File: src/msg_pkg.sv
package msg_pkg;

	// ####################
	// data path
	localparam int WORD_W    = 8;   // bits per stored word
	localparam int BUF_AW    = 6;   // buffer address width
	localparam int BUF_DEPTH = 64;  // words in the linear buffer

	// ####################
	// message table
	localparam int NUM_MSG = 10;    // slots in the location table
	localparam int IDX_W   = 4;     // message index and count width

endpackage
File: src/msg_store_top.sv
`timescale 1ns/1ps

module msg_store_top import msg_pkg::*; (
	input  logic              clk,
	input  logic              rst,
	input  logic              in_valid_i,
	input  logic [WORD_W-1:0] in_data_i,
	input  logic              in_first_i,
	input  logic              in_last_i,
	output logic              in_ready_o,
	input  logic              rd_valid_i,
	input  logic [IDX_W-1:0]  rd_index_i,
	output logic              rd_ready_o,
	output logic              out_valid_o,
	output logic [WORD_W-1:0] out_data_o,
	output logic              out_last_o,
	output logic              out_err_o,
	input  logic              out_ready_i
);

	logic              wr_en;
	logic [BUF_AW-1:0] wr_addr;
	logic [WORD_W-1:0] wr_data;
	logic              start_message;
	logic [BUF_AW-1:0] start_addr;
	logic              end_message;
	logic [BUF_AW-1:0] end_addr;
	logic              full;
	logic [IDX_W-1:0]  msg_count;
	logic              re;
	logic [IDX_W-1:0]  read_index;
	logic [BUF_AW-1:0] loc_start;
	logic [BUF_AW-1:0] loc_end;
	logic              rd_en;
	logic [BUF_AW-1:0] rd_addr;
	logic [WORD_W-1:0] rd_data;

	msg_write_stage msg_write_stage_inst (
		.clk, .rst,
		.in_valid_i, .in_data_i, .in_first_i, .in_last_i, .in_ready_o,
		.full_i          (full),
		.wr_en_o         (wr_en),
		.wr_addr_o       (wr_addr),
		.wr_data_o       (wr_data),
		.start_message_o (start_message),
		.start_addr_o    (start_addr),
		.end_message_o   (end_message),
		.end_addr_o      (end_addr)
	);

	msg_data_buf msg_data_buf_inst (
		.clk,
		.wr_en_i   (wr_en),
		.wr_addr_i (wr_addr),
		.wr_data_i (wr_data),
		.rd_en_i   (rd_en),
		.rd_addr_i (rd_addr),
		.rd_data_o (rd_data)
	);

	message_loc_cntrl message_loc_cntrl_inst (
		.clk, .rst,
		.start_message_i (start_message),
		.start_addr_i    (start_addr),
		.end_message_i   (end_message),
		.end_addr_i      (end_addr),
		.re_i            (re),
		.read_index_i    (read_index),
		.full_o          (full),
		.msg_count_o     (msg_count),
		.start_o         (loc_start),
		.end_o           (loc_end)
	);

	msg_read_stage msg_read_stage_inst (
		.clk, .rst,
		.rd_valid_i, .rd_index_i, .rd_ready_o,
		.msg_count_i   (msg_count),
		.loc_re_o      (re),
		.loc_index_o   (read_index),
		.loc_start_i   (loc_start),
		.loc_end_i     (loc_end),
		.buf_rd_en_o   (rd_en),
		.buf_rd_addr_o (rd_addr),
		.buf_rd_data_i (rd_data),
		.out_valid_o, .out_data_o, .out_last_o, .out_err_o,
		.out_ready_i
	);

endmodule

File: src/msg_read_stage.sv
`timescale 1ns/1ps

module msg_read_stage import msg_pkg::*; (
	input  logic              clk,
	input  logic              rst,
	input  logic              rd_valid_i,
	input  logic [IDX_W-1:0]  rd_index_i,
	output logic              rd_ready_o,
	input  logic [IDX_W-1:0]  msg_count_i,
	output logic              loc_re_o,
	output logic [IDX_W-1:0]  loc_index_o,
	input  logic [BUF_AW-1:0] loc_start_i,
	input  logic [BUF_AW-1:0] loc_end_i,
	output logic              buf_rd_en_o,
	output logic [BUF_AW-1:0] buf_rd_addr_o,
	input  logic [WORD_W-1:0] buf_rd_data_i,
	output logic              out_valid_o,
	output logic [WORD_W-1:0] out_data_o,
	output logic              out_last_o,
	output logic              out_err_o,
	input  logic              out_ready_i
);

	localparam logic [1:0] S_IDLE    = 2'd0;
	localparam logic [1:0] S_LOOKUP  = 2'd1;
	localparam logic [1:0] S_FETCH   = 2'd2;
	localparam logic [1:0] S_PRESENT = 2'd3;

	logic [1:0]        state;
	logic [1:0]        state_nxt;
	logic              accept;
	logic              next_fetch;
	logic              idx_err;
	logic              last_pend;   // the word in flight is the final one
	logic [BUF_AW-1:0] cur_addr;
	logic [BUF_AW-1:0] end_addr;
	logic [BUF_AW-1:0] next_addr;

	assign accept      = rd_valid_i && rd_ready_o;
	assign loc_re_o    = accept;  // table lookup starts in the request cycle
	assign loc_index_o = rd_index_i;
	assign next_addr   = cur_addr + 1'b1;
	assign next_fetch  = (state == S_PRESENT) && out_ready_i && !out_last_o;

	always_comb begin
		buf_rd_en_o   = next_fetch;
		buf_rd_addr_o = next_addr;
		if (state == S_LOOKUP && !idx_err) begin
			buf_rd_en_o   = 1'b1;
			buf_rd_addr_o = loc_start_i;
		end
	end

	always_comb begin
		state_nxt = state;
		case (state)
			S_IDLE:    if (accept) state_nxt = S_LOOKUP;
			S_LOOKUP:  state_nxt = idx_err ? S_PRESENT : S_FETCH;
			S_FETCH:   state_nxt = S_PRESENT;
			S_PRESENT: if (out_ready_i) state_nxt = out_last_o ? S_IDLE : S_FETCH;
			default:   state_nxt = S_IDLE;
		endcase
	end

	// ####################
	// control
	always_ff @(posedge clk) begin
		if (rst) begin
			state       <= S_IDLE;
			rd_ready_o  <= 1'b0;
			out_valid_o <= 1'b0;
		end else begin
			state       <= state_nxt;
			rd_ready_o  <= (state_nxt == S_IDLE);
			out_valid_o <= (state_nxt == S_PRESENT);  // output register is full exactly then
		end
	end

	// ####################
	// addresses and output register
	always_ff @(posedge clk) begin
		if (accept)
			idx_err <= (rd_index_i >= msg_count_i);
		if (state == S_LOOKUP) begin
			cur_addr  <= loc_start_i;
			end_addr  <= loc_end_i;
			last_pend <= (loc_start_i == loc_end_i);
		end else if (next_fetch) begin
			cur_addr  <= next_addr;
			last_pend <= (next_addr == end_addr);
		end
		if (state == S_LOOKUP && idx_err) begin
			out_data_o <= '0;
			out_last_o <= 1'b1;
			out_err_o  <= 1'b1;
		end else if (state == S_FETCH) begin
			out_data_o <= buf_rd_data_i;
			out_last_o <= last_pend;
			out_err_o  <= 1'b0;
		end
	end

endmodule

File: src/message_loc_cntrl.sv
`timescale 1ns/1ps

module message_loc_cntrl import msg_pkg::*; (
	input  logic              clk,
	input  logic              rst,
	input  logic              start_message_i,
	input  logic [BUF_AW-1:0] start_addr_i,
	input  logic              end_message_i,
	input  logic [BUF_AW-1:0] end_addr_i,
	input  logic              re_i,
	input  logic [IDX_W-1:0]  read_index_i,
	output logic              full_o,
	output logic [IDX_W-1:0]  msg_count_o,
	output logic [BUF_AW-1:0] start_o,
	output logic [BUF_AW-1:0] end_o
);

	localparam logic [1:0] S_IDLE   = 2'd0;
	localparam logic [1:0] S_OPEN   = 2'd1;
	localparam logic [1:0] S_COMMIT = 2'd2;

	logic [1:0]        state;
	logic [IDX_W-1:0]  count;
	logic              store_start;
	logic              store_end;
	logic [BUF_AW-1:0] start_addr;
	logic [BUF_AW-1:0] end_addr;

	assign full_o      = (count == IDX_W'(NUM_MSG));
	assign msg_count_o = count;

	always_ff @(posedge clk) begin
		if (rst) begin
			state       <= S_IDLE;
			count       <= '0;
			store_start <= 1'b0;
			store_end   <= 1'b0;
		end else begin
			store_start <= 1'b0;
			store_end   <= 1'b0;
			case (state)
				S_IDLE: begin
					if (start_message_i) begin
						store_start <= 1'b1;
						store_end   <= end_message_i;  // one-word message closes at once
						state       <= end_message_i ? S_COMMIT : S_OPEN;
					end
				end
				S_OPEN: begin
					if (end_message_i) begin
						store_end <= 1'b1;
						state     <= S_COMMIT;
					end
				end
				S_COMMIT: begin
					if (!full_o)
						count <= count + 1'b1;
					state <= S_IDLE;
					// the next message may already start while this one commits
					if (start_message_i) begin
						store_start <= 1'b1;
						store_end   <= end_message_i;
						state       <= end_message_i ? S_COMMIT : S_OPEN;
					end
				end
				default: state <= S_IDLE;
			endcase
		end
	end

	always_ff @(posedge clk) begin
		if (start_message_i)
			start_addr <= start_addr_i;
		if (end_message_i)
			end_addr <= end_addr_i;
	end

	message_loc message_loc_inst (
		.clk,
		.rst,
		.start_i       (start_addr),
		.end_i         (end_addr),
		.store_start_i (store_start),
		.store_end_i   (store_end),
		.addr_i        (count),  // the slot is always the current count
		.re_i,
		.read_index_i,
		.start_o,
		.end_o
	);

endmodule

File: src/message_loc.sv
`timescale 1ns/1ps

module message_loc import msg_pkg::*; (
	input  logic              clk,
	input  logic              rst,
	input  logic [BUF_AW-1:0] start_i,
	input  logic [BUF_AW-1:0] end_i,
	input  logic              store_start_i,
	input  logic              store_end_i,
	input  logic [IDX_W-1:0]  addr_i,
	input  logic              re_i,
	input  logic [IDX_W-1:0]  read_index_i,
	output logic [BUF_AW-1:0] start_o,
	output logic [BUF_AW-1:0] end_o
);

	logic [BUF_AW-1:0] start_mem [NUM_MSG];
	logic [BUF_AW-1:0] end_mem   [NUM_MSG];

	// slots past the table are never written
	always_ff @(posedge clk) begin
		if (store_start_i && addr_i < NUM_MSG)
			start_mem[addr_i] <= start_i;
		if (store_end_i && addr_i < NUM_MSG)
			end_mem[addr_i] <= end_i;
	end

	always_ff @(posedge clk) begin
		if (rst) begin
			start_o <= '0;
			end_o   <= '0;
		end else if (re_i && read_index_i < NUM_MSG) begin
			start_o <= start_mem[read_index_i];
			end_o   <= end_mem[read_index_i];
		end
	end

endmodule

File: src/msg_data_buf.sv
`timescale 1ns/1ps

module msg_data_buf import msg_pkg::*; (
	input  logic              clk,
	input  logic              wr_en_i,
	input  logic [BUF_AW-1:0] wr_addr_i,
	input  logic [WORD_W-1:0] wr_data_i,
	input  logic              rd_en_i,
	input  logic [BUF_AW-1:0] rd_addr_i,
	output logic [WORD_W-1:0] rd_data_o
);

	logic [WORD_W-1:0] mem [BUF_DEPTH];

	// ####################
	// write port
	always_ff @(posedge clk) begin
		if (wr_en_i)
			mem[wr_addr_i] <= wr_data_i;
	end

	// ####################
	// read port, one cycle of latency
	always_ff @(posedge clk) begin
		if (rd_en_i)
			rd_data_o <= mem[rd_addr_i];  // holds its value while not enabled
	end

endmodule

File: src/msg_write_stage.sv
`timescale 1ns/1ps

module msg_write_stage import msg_pkg::*; (
	input  logic              clk,
	input  logic              rst,
	input  logic              in_valid_i,
	input  logic [WORD_W-1:0] in_data_i,
	input  logic              in_first_i,
	input  logic              in_last_i,
	output logic              in_ready_o,
	input  logic              full_i,
	output logic              wr_en_o,
	output logic [BUF_AW-1:0] wr_addr_o,
	output logic [WORD_W-1:0] wr_data_o,
	output logic              start_message_o,
	output logic [BUF_AW-1:0] start_addr_o,
	output logic              end_message_o,
	output logic [BUF_AW-1:0] end_addr_o
);

	logic              run;     // low only in the cycle of reset
	logic              in_msg;  // a message has started and not yet ended
	logic [BUF_AW:0]   wr_ptr;  // one extra bit so the pointer can reach the depth
	logic              buf_full;
	logic              xfer;

	assign buf_full   = (wr_ptr == (BUF_AW+1)'(BUF_DEPTH));
	assign in_ready_o = run && !buf_full && !(full_i && !in_msg);  // table full blocks only a new message
	assign xfer       = in_valid_i && in_ready_o;

	assign wr_en_o   = xfer;
	assign wr_addr_o = wr_ptr[BUF_AW-1:0];
	assign wr_data_o = in_data_i;

	always_ff @(posedge clk) begin
		if (rst) begin
			run             <= 1'b0;
			in_msg          <= 1'b0;
			wr_ptr          <= '0;
			start_message_o <= 1'b0;
			end_message_o   <= 1'b0;
		end else begin
			run             <= 1'b1;
			start_message_o <= xfer && in_first_i;
			end_message_o   <= xfer && in_last_i;
			if (xfer) begin
				wr_ptr <= wr_ptr + 1'b1;
				in_msg <= !in_last_i;
			end
		end
	end

	// the event addresses travel with the pulses one cycle later
	always_ff @(posedge clk) begin
		if (xfer && in_first_i)
			start_addr_o <= wr_addr_o;
		if (xfer && in_last_i)
			end_addr_o <= wr_addr_o;
	end

endmodule

File: config.mk
export PLATFORM = sky130hd
export DESIGN_NAME = msg_store_top
export DESIGN_NICKNAME = d
export VERILOG_FILES = /design/src/msg_pkg.sv /design/src/msg_store_top.sv /design/src/msg_read_stage.sv /design/src/message_loc_cntrl.sv /design/src/message_loc.sv /design/src/msg_data_buf.sv /design/src/msg_write_stage.sv
export SDC_FILE = /design/constraint.sdc
export NUM_CORES = 1
export LEC_CHECK = 0
export BUFFER_PORTS_ARGS = -buffer_cell sky130_fd_sc_hd__clkbuf_2
export CORE_MARGIN = 3
export CORE_UTILIZATION = 60
export DETAILED_ROUTE_END_ITERATION = 6
export PLACE_DENSITY = 0.74
export SLEW_MARGIN = 10
export SYNTH_ARGS = -nofsm -noshare
export SYNTH_HDL_FRONTEND = slang
export SYNTH_SLANG_ARGS = --single-unit
File: constraint.sdc
create_clock -name clk -period 3.2 [get_ports clk]
set_clock_uncertainty 0.15 [all_clocks]
set_input_delay 0.32 -clock clk [delete_from_list [all_inputs] [get_ports clk]]
set_output_delay 0.32 -clock clk [all_outputs]
set_load 0.05 [all_outputs]
## Yosys cells after proc, flatten, opt, wreduce, memory -nomap -nowiden

Memories as Yosys holds them, arrays and structs flattened. A register that Yosys moved wholly into a read port is not among the register bits.
Cells that the tools add are included.

| storage, ports and cells | value |
|---|---|
| bits in latches | 0 |
| register bits after elaboration | 71 |
| memories | 3 |
| output and inout port bits | 13 |
| RAM bits | 632 |
| memory bits (read-only) | 0 |
| logic and storage cells | 101 |

| operators by class | value |
|---|---|
| reduce and logical (&&, ||, !) cells | 28 |
| equal/unequal tests | 12 |
| div/mod/pow operators | 0 |
| bitwise logic cells | 2 |
| $lt $le $gt $ge | 3 |
| add/subtract/negate cells | 3 |
| muxes and demuxes | 27 |
| shift operators | 0 |
| $mul | 0 |

Memory list:

| name | depth | bits a word | read ports | clocked after memory_dff | write ports | RTL line | text |
|---|---|---|---|---|---|---|---|
| msg_data_buf_inst.mem | 64 | 8 | 1 | 1 | 1 | msg_data_buf.sv:13 | `logic [WORD_W-1:0] mem [BUF_DEPTH];` |
| message_loc_cntrl_inst.message_loc_inst.end_mem | 10 | 6 | 1 | 1 | 1 | message_loc.sv:18 | `logic [BUF_AW-1:0] end_mem [NUM_MSG];` |
| message_loc_cntrl_inst.message_loc_inst.start_mem | 10 | 6 | 1 | 1 | 1 | message_loc.sv:17 | `logic [BUF_AW-1:0] start_mem [NUM_MSG];` |

Operator list:

| kind | number |
|---|---|
| $mux 6 | 3 |
| $logic_and 1x1->1 | 14 |
| $mux 1 | 14 |
| $mux 2 | 7 |
| $eq 6x6->1 | 2 |
| $eq 2x2->1 const B | 4 |
| $lt 4x4->1 const B | 2 |
| $pmux 2 s4 | 1 |
| $add 7x1->7 const B | 1 |
| $eq 7x7->1 const B | 1 |
| $add 6x1->6 const B | 1 |
| $logic_not 1->1 | 6 |
| $logic_not 2->1 | 3 |
| $pmux 2 s3 | 1 |
| $add 4x1->4 const B | 1 |
| $eq 2x1->1 const B | 2 |
| $eq 4x4->1 const B | 1 |
| $ge 4x4->1 | 1 |
| $ne 2x2->1 const B | 2 |
| $reduce_and 2->1 | 2 |
| $reduce_or 2->1 | 2 |
| $not 1->1 | 2 |
| $pmux 1 s2 | 1 |
| $reduce_bool 2->1 | 1 |

## Depth between registers and ports, before layout

Gate-level depths: netlist (run 1).

| logic depth | value |
|---|---|
| depth in word-level cells | 7 |
| mapped depth | 13 |
| mapped depth without buffers | 9 |

## Hierarchy

A second synthesis (run 1) with hierarchy kept.

| second synthesis, totals | value |
|---|---|
| cell total of the unflattened synthesis | 1496 |
| area total of the unflattened synthesis | 28640.0 um^2 |

Modules (own cells, without submodules):

| module | times used | area each (um^2) | sequential area each (um^2) | cells an instance |
|---|---|---|---|---|
| msg_data_buf | 1 | 20246.9 | 15615.0 | 940 |
| message_loc | 1 | 5250.0 | 3843.7 | 281 |
| msg_read_stage | 1 | 1456.4 | 700.7 | 145 |
| msg_write_stage | 1 | 982.2 | 580.6 | 82 |
| message_loc_cntrl | 1 | 704.4 | 520.5 | 48 |

## Least setup slack after synthesis (run 1)

No wires, ideal clock.

| path | value |
|---|---|
| path kind | register to register |
| start | register msg_write_stage_inst.wr_ptr[3] |
| end | memory msg_data_buf_inst.mem[59][0], enable pin |
| clock period less this slack | 3586 ps |
| cell stages (with the launch flop) | 11 |
| required time | 2679 ps |
| slack | -386 ps |
| data arrival time | 3065 ps |
| library setup time | 371 ps |
| cell sequence | dfxtp_1 -> clkbuf_1 -> or3_1 -> clkbuf_1 -> nor3_1 -> nor2_1 -> and2_1 -> clkbuf_1 -> nor2b_1 -> nand3_1 -> nor2_1 |

| on the way | value |
|---|---|
| word-level cells in the longest chain between the ends | 7 |

RTL lines:

| what | RTL line | text |
|---|---|---|
| start, declared | msg_write_stage.sv:23 | `logic [BUF_AW:0] wr_ptr;` |
| start signal, assigned | msg_write_stage.sv:47 | `wr_ptr <= wr_ptr + 1'b1;` |
| $eq 7x7->1 | msg_write_stage.sv:27 | `assign buf_full = (wr_ptr == (BUF_AW+1)'(BUF_DEPTH));` |
| $logic_not 1->1 | msg_write_stage.sv:28 | `assign in_ready_o = run && !buf_full && !(full_i && !in_msg);` |
| $logic_and 1x1->1 (2 in series) | msg_write_stage.sv:28 |  |
| net in_ready_o | msg_store_top.sv:10 | `output logic in_ready_o,` |
| $logic_and 1x1->1 | msg_write_stage.sv:29 | `assign xfer = in_valid_i && in_ready_o;` |
| $mux 1 | msg_data_buf.sv:18 | `if (wr_en_i)` |
| $mux 1 (implied by the code) | msg_data_buf.sv:19 | `mem[wr_addr_i] <= wr_data_i;` |
| end, declared | msg_data_buf.sv:13 |  |

The timed path passes the listed nets, and every way through them passes these cells.

## Worst setup path after layout (run 1)

| path | value |
|---|---|
| start | register msg_read_stage_inst.idx_err |
| end | register msg_data_buf_inst.rd_data_o[6] (read register of msg_data_buf_inst.mem), data pin |

| on the way | value |
|---|---|
| word-level cells in the longest chain between the ends | 3 |

RTL lines:

| what | RTL line | text |
|---|---|---|
| start, declared | msg_read_stage.sv:33 | `logic idx_err;` |
| start signal, assigned | msg_read_stage.sv:83 | `idx_err <= (rd_index_i >= msg_count_i);` |
| $logic_not 1->1 (*) | msg_read_stage.sv:48 | `if (state == S_LOOKUP && !idx_err) begin` |
| $logic_and 1x1->1 (*) | msg_read_stage.sv:48 |  |
| $mux 6 / $mux 1 (equally long branches) | msg_read_stage.sv:48 |  |
| end, declared | msg_data_buf.sv:10 | `output logic [WORD_W-1:0] rd_data_o` |

Mark *: on every way between the ends. The rest lies on a longest branch, timed or not.
A chain may end at the register's enable or synchronous reset.

==> results of run 1 <==
[cell type report]
type,count,area [um^2],area share
inverters,13,48.80,0.001478
multi-input cells,912,7213,0.2185
clock buffers,101,2047,0.06201
clock inverters,29,251.5,0.007619
repair buffers,152,1430,0.04332
well taps,607,759.5,0.02301
flip-flops and latches,723,21260,0.6441
[placed cells by master, fill, tap and decap left out, types with 6 or more instances in the layout]
master / netlist / routed
a211oi_1: 25 / 25
a21oi_1: 23 / 23
a22o_1: 16 / 16
a22oi_1: 48 / 43
a31oi_1: 49 / 37
a31oi_2: 0 / 9
and3_1: 18 / 18
and4_1: 8 / 8
buf_12: 0 / 21
buf_4: 19 / 89
clkbuf_1: 51 / 21
clkbuf_16: 0 / 79
clkbuf_2: 1 / 31
clkinv_1: 0 / 6
clkinv_2: 0 / 14
dfxtp_1: 45 / 45
edfxtp_1: 678 / 678
ha_1: 11 / 11
inv_1: 13 / 13
mux2_2: 32 / 32
mux2i_1: 238 / 233
mux4_2: 24 / 24
nand2_1: 35 / 35
nand3_1: 110 / 108
nor2_1: 133 / 106
nor2_2: 0 / 26
nor2b_1: 17 / 17
nor3_1: 13 / 13
nor4_2: 0 / 6
o21ai_0: 22 / 22
o22ai_1: 16 / 13
xnor2_1: 11 / 11
xor2_1: 11 / 11
[worst max-delay path: stages, from the launching register on]
cell,delay [ns]
edfxtp_1,0.39
or3b_4,0.42
buf_4,0.16
mux2i_4,0.23
buf_12,0.22
buf_6,0.22
mux2i_2,0.27
a22oi_1,0.15
a31oi_2,0.30
nor4_4,0.08
buf_4,0.14
and4_1,0.19
[power by group]
| part | internal (mW) | switching (mW) |
|---|---|---|
| Combinational | 1.77 | 2.78 |
| Clock | 4.80 | 3.43 |
| Sequential | 10.5 | 0.117 |
[kinds of logic (layout without fill, tap and decap cells)]
family | count (synthesis) | after routing | share of synthesized area
AO/OA/AOI/OAI | 212 | 212 | 0.05007
XOR/XNOR | 22 | 22 | 0.006711
adder cells (fa/ha/maj) | 11 | 11 | 0.004794
buffers and inverters | 111 | 295 | 0.01983
flip-flops | 723 | 723 | 0.7405
multiplexers | 297 | 297 | 0.1161
AND/OR/NAND/NOR | 370 | 370 | 0.06193
[worst max-delay path by stage]
stage                                               from                              to  slack, ns  depth (start not counted)
after floorplan           msg_write_stage_inst.wr_ptr[3]    msg_data_buf_inst.mem[59][0]       0.05                         10
after global placement       msg_read_stage_inst.idx_err  msg_data_buf_inst.rd_data_o[6]      -0.18                         11
after detailed placement     msg_read_stage_inst.idx_err  msg_data_buf_inst.rd_data_o[6]      -0.22                         11
after CTS                    msg_read_stage_inst.idx_err  msg_data_buf_inst.rd_data_o[6]     -0.005                         11
after global routing         msg_read_stage_inst.idx_err  msg_data_buf_inst.rd_data_o[6]      -0.06                         11
final                        msg_read_stage_inst.idx_err  msg_data_buf_inst.rd_data_o[6]       0.02                         11
[metal layers]
layer,track usage,up-vias,part of all wire
li1,-,7092,-
met1,0.3845,8196,0.41
met2,0.4087,838,0.47
met3,0.05208,130,0.091
met4,0.08878,0,0.029
met5,0,-,0
[repair_timing]
item,CTS,global route
setup endpoints to repair,8,175
hold buffers,1,0
setup buffers,2,1
gates cloned,1,2
resized for setup,25,57
pin swaps,6,5
endpoints found under the hold margin,4,0
[state kept, by name, summed over array words and instances (netlist names), 7 cells and up]
| signal | cells |
|---|---|
| msg_data_buf_inst.mem | 512 |
| message_loc_cntrl_inst.message_loc_inst.end_mem | 60 |
| message_loc_cntrl_inst.message_loc_inst.start_mem | 60 |
| msg_data_buf_inst.rd_data_o | 8 |
| msg_read_stage_inst.out_data_o | 8 |
| msg_write_stage_inst.wr_ptr | 7 |
==> reports/qor.txt, run 1 <==
Min Hold Slack - 0.02145 ns
Initial Util - 0.6115
Post-synth top cells - 678 x edfxtp_1, 238 x mux2i_1, 133 x nor2_1, 110 x nand3_1, 51 x clkbuf_1
normalized max-slew margin - 0.1972
Synth Warn # - 0
Final Hold Vio Count - 0
mapped cell area - 28,710 um^2
Final Total Pwr - 23.42 mW
Core Util, Final - 0.7031
Total Wirelength - 66.64 mm
area share of the largest cell type after synthesis - 0.7091
minimum clock period - 3.183 ns
max_cap viols - 0
fin. max-slew vios - 0
I/O pin count - 32
PnR worst setup slack - 0.01715 ns
post-synthesis sequential area ratio - 0.7405
clock sinks - 723
R2R setup slack - 0.02 ns
placer congestion estimate - 0.9146
Area Growth Syn to Fin - 14.98%
largest net degree at the start of global routing - 65
clock latency on the worst-skew pair - 0.60 ns
Die X - 224.7 um
critical path required time - 3.41 ns
Max FO, Critical Path - 12
measured slew at the worst slew-check pin - 1.204 ns
Die Y-Extent - 224.7 um
clock slew at reported path FFs - 0.06 ns
die area - 50,510 um^2
TritonCTS Buffers - 72
Hold Path Origin - in_data_i[3]
post-route non-filler standard cell count - 2,537
drt initial violations - 2,111
PwrDens - 709.4 nW/um^2
first-pass GRT wire length - 99.31 mm
Net Count, Synth - 1,776
CTS tree - yes
I/O Buffers - 31
Post-synth EDFFs - 678
CP Capture Type - register
Design Area, Final - 33,010 um^2
Peak Freq - 314.2 MHz
count leader, synth - edfxtp_1
Antenna Cells - 0
total number of H-tree levels - 3
R2R Path End - msg_data_buf_inst.rd_data_o[6]
clock buffer depth - 3
drt via density - 6.408
critical path class - reg -> reg
Hold Path Depth - 1
vias in the first global route - 15,868
Total GRT Usage - 0.2642
Final Cycle Share - 0.9946
endpoints failing setup - 0
Final ANT Viol Nets - 0
drt pass-1 iters - 5
RR Startpoint - msg_read_stage_inst.idx_err
Synth area leader - edfxtp_1
DRC errors left - 0
VDD IR max - 613.9 uV
Worst EP arrival - 3.39 ns
num rows - 79
wire per inst - 26.27 um
total gr overflow - 0
setup TNS - 0 ns
RSZ-0062 raised after global routing - yes
Root Driver - clkbuf_16
# placed instances - 2,400
status - finished, final reports clean
Leakage - 11.35 nW
Startpoint Class - register
Synth Flop Type - edfxtp_1
synth top area cells - edfxtp_1 71%, mux2i_1 8.3%, dfxtp_1 3.1%
Unique masters post-synth - 52
DP Worst Slack - -0.2152 ns
Fillers - 2,908
Mean Syn Cell Area - 16.44 um^2
Layout Nets - 1,904
worst hold path type - in -> reg
core area - 46,950 um^2
Reg2Reg Depth - 11
cell count after synthesis - 1,746
share of layout cells above drive strength 1 - 0.1979
hold endpoint - msg_data_buf_inst.mem[34][3]
#FFs+latches synth - 723
post-DP HPWL - 41.54 mm
ys async rst share - 0
initial antenna violation count - 0
DP Area - 30,240 um^2
routed vias - 16,256
(Power assumes the default switching activity.)
==> inputs of run 2 (changes only) <==
--- a/config.mk
+++ b/config.mk
@@ -6,10 +6,12 @@
 export NUM_CORES = 1
 export LEC_CHECK = 0
 export BUFFER_PORTS_ARGS = -buffer_cell sky130_fd_sc_hd__clkbuf_2
+export CELL_PAD_IN_SITES_DETAIL_PLACEMENT = 0
+export CELL_PAD_IN_SITES_GLOBAL_PLACEMENT = 1
 export CORE_MARGIN = 3
-export CORE_UTILIZATION = 60
+export CORE_UTILIZATION = 49
 export DETAILED_ROUTE_END_ITERATION = 6
-export PLACE_DENSITY = 0.74
+export PLACE_DENSITY = 0.73
 export SLEW_MARGIN = 10
 export SYNTH_ARGS = -nofsm -noshare
 export SYNTH_HDL_FRONTEND = slang
==> constraint.sdc (replaced) <==
create_clock -name clk -period 2.7 [get_ports clk]
set_clock_uncertainty 0.15 [all_clocks]
set_input_delay 0.27 -clock clk [delete_from_list [all_inputs] [get_ports clk]]
set_output_delay 0.27 -clock clk [all_outputs]
set_load 0.05 [all_outputs]
==> run 2 against run 1 <==
The flow now finishes with violations (setup timing). Cell area is 5.0% higher. Utilization is 10 points lower. Maximum frequency is 0.87% higher. Register-to-register slack got worse by 0.47 ns. Sequential share of layout area shrank 3.1 points. Via count is 0.20% higher. Highest routed layer is now met5.
==> reports/qor.txt, run 2 (synthesized netlist as in run 1, its figures left out) <==
Largest stage delay, worst path - 0.48 ns (was 0.42 ns)
commonest non-fill, non-tap cells in the layout - 678 x edfxtp_1, 222 x mux2i_1, 172 x buf_4 (was 678 x edfxtp_1, 233 x mux2i_1, 108 x nand3_1)
drt initial violations - 1,399 (was 2,111)
fin. max-slew vios - 0 (unchanged)
vias in the first global route - 16,154 (was 15,868)
max FFs per register - 512 (unchanged)
max_cap viols - 0 (unchanged)
PwrDens - 823.1 nW/um^2 (was 709.4 nW/um^2)
CP bufs+invs - 4 (unchanged)
Max FO, Critical Path - 7 (was 12)
clock buffer depth - 3 (unchanged)
Antenna Cells - 0 (unchanged)
Worst EP arrival - 3.37 ns (was 3.39 ns)
delay-heaviest family, CP - simple AND/OR/NAND/NOR gates (was buffers and inverters)
placer congestion estimate - 0.8873 (was 0.9146)
PnR worst setup slack - -0.4554 ns (was 0.01715 ns)
Die X - 248.1 um (was 224.7 um)
RSZ-0062 raised after global routing - yes (unchanged)
measured slew at the worst slew-check pin - 1.082 ns (was 1.204 ns)
Critical Path Slowest Stage Cell - or3b_4 (unchanged)
Final ANT Viol Nets - 0 (unchanged)
clock sinks - 723 (unchanged)
Reg with most FFs - msg_data_buf_inst.mem (unchanged)
Core Util, Final - 0.5999 (was 0.7031)
DRC errors left - 0 (unchanged)
die area - 61,530 um^2 (was 50,510 um^2)
Int Power - 20.56 mW (was 17.09 mW)
Switching Share - 0.2796 (was 0.2702)
normalized max-slew margin - 0.2790 (was 0.1972)
total gr overflow - 0 (unchanged)
largest registers - msg_data_buf_inst.mem x512, message_loc_cntrl_inst.message_loc_inst.end_mem x60, message_loc_cntrl_inst.message_loc_inst.start_mem x60 (unchanged)
Final Total Pwr - 28.54 mW (was 23.42 mW)
Final Hold Vio Count - 0 (unchanged)
largest net degree at the start of global routing - 43 (was 65)
most common cell after layout, fill and taps aside - edfxtp_1 (unchanged)
Leakage - 11.89 nW (was 11.35 nW)
setup TNS - -2.794 ns (was 0 ns)
Total GRT Usage - 0.2272 (was 0.2642)
Total Wirelength - 69.47 mm (was 66.64 mm)
Flop pwr share - 0.442 (was 0.454)
critical path class - reg -> reg (unchanged)
endpoints failing setup - 8 (was 0)
wire per inst - 24.86 um (was 26.27 um)
Startpoint Class - register (unchanged)
Min Hold Slack - 0.08711 ns (was 0.02145 ns)
drt pass-1 iters - 5 (unchanged)
most numerous cell on the critical path - buf_4 (unchanged)
Final Cycle Share - 1.169 (was 0.9946)
I/O pin count - 32 (unchanged)
TritonCTS Buffers - 74 (was 72)
clock slew at reported path FFs - 0.06 ns (about the same)
core area - 57,810 um^2 (was 46,950 um^2)
Area Growth Syn to Fin - 20.78% (was 14.98%)
failing checks - setup timing
clock latency on the worst-skew pair - 0.62 ns (was 0.60 ns)
critical path cell sequence - or3b_4 -> mux2i_4 -> buf_6 -> buf_12 -> buf_4 -> buf_4 -> mux2i_1 -> nand3_1 -> a31oi_4 -> nor4_4 -> and4_1 (was or3b_4 -> buf_4 -> mux2i_4 -> buf_12 -> buf_6 -> mux2i_2 -> a22oi_1 -> a31oi_2 -> nor4_4 -> buf_4 -> and4_1)
Initial Util - 0.4967 (was 0.6115)
Peak Freq - 316.9 MHz (was 314.2 MHz)
I/O Buffers - 31 (unchanged)
Die Y-Extent - 248.1 um (was 224.7 um)
routed vias - 16,289 (was 16,256)
Root Driver - clkbuf_16 (unchanged)
minimum clock period - 3.155 ns (was 3.183 ns)
drt via density - 5.828 (was 6.408)
critical path required time - 2.92 ns (was 3.41 ns)
switching power - 7.982 mW (was 6.327 mW)
Logic pwr share - 0.224 (was 0.194)
Layout Nets - 2,003 (was 1,904)
CP Capture Type - register (unchanged)
first-pass GRT wire length - 102.6 mm (was 99.31 mm)
VDD IR max - 610.1 uV (was 613.9 uV)
num rows - 88 (was 79)
status - finished with violations (was finished, final reports clean)
Clock power frac - 0.334 (was 0.351)
share of layout cells above drive strength 1 - 0.2729 (was 0.1979)
total number of H-tree levels - 3 (unchanged)
CTS tree - yes (unchanged)
post-DP HPWL - 44.83 mm (was 41.54 mm)
worst hold path type - in -> reg (unchanged)
DP Worst Slack - -0.8663 ns (was -0.2152 ns)
initial antenna violation count - 4 (was 0)
-- run 2: metrics by stage --
step           instances  area [um^2]
2_1_floorplan       1746        28800
3_3_place_gp        2628        31110
3_5_place_dp        2628        31110
4_1_cts             2770        33830
5_1_grt             2795        34680
6_report            2795        34680
-- run 2: routing by layer --
layer,track usage,vias to the layer above,wire [um]
met4,0.07346,2,1703
met2,0.3505,590,32650
li1,-,7326,-
met5,0,-,12
met3,0.05038,112,5054
met1,0.3243,8259,30050
-- run 2: worst reg2reg max path, stage by stage, from the launching register on --
cell      delay (ns)
edfxtp_1        0.39
or3b_4          0.48
mux2i_4         0.33
buf_6           0.23
buf_12          0.14
buf_4           0.11
buf_4           0.11
mux2i_1         0.24
nand3_1         0.19
a31oi_4         0.26
nor4_4          0.09
and4_1          0.20
-- run 2: power by group through the flow --
stage          logic [mW]  clock network [mW]  registers (mW)
6_report             6.39                9.54            12.6
5_1_grt              6.71                10.2            12.6
4_1_cts              5.80                9.69            12.6
3_5_place_dp         5.47                   0            12.8
3_3_place_gp         5.42                   0            12.8
2_1_floorplan        2.83                   0            13.1
-- run 2: path summary, 6_finish.rpt --
check	from	endpoint	slack, ns	depth (start not counted)
worst max register to register	msg_read_stage_inst.idx_err	msg_data_buf_inst.rd_data_o[5]	-0.46	11
worst max-delay path	msg_read_stage_inst.idx_err	msg_data_buf_inst.rd_data_o[5]	-0.46	11
worst min register to register	msg_write_stage_inst.end_addr_o[1]	message_loc_cntrl_inst.end_addr[1]	0.26	0
worst min-delay path	in_first_i	msg_write_stage_inst.start_addr_o[4]	0.09	2
-- run 2: final cells by class --
class	count	area, um^2
Timing Repair Buffer	249	2382
Tap cell	765	957.2
Fill cell	4248	23130
Clock buffer	89	1929
Clock inverter	44	311.5
Multi-Input combinational cell	912	7787
Inverter	13	48.80
Sequential cell	723	21260
-- run 2: timing repair --
item                                   4_1_cts  5_1_grt
setup buffers                                5       23
gates cloned                                 3        5
setup endpoints to repair                  310      360
hold buffers                                 2        0
endpoints found under the hold margin        5        0
gates resized for setup                     88      108
pin swaps                                   10       36
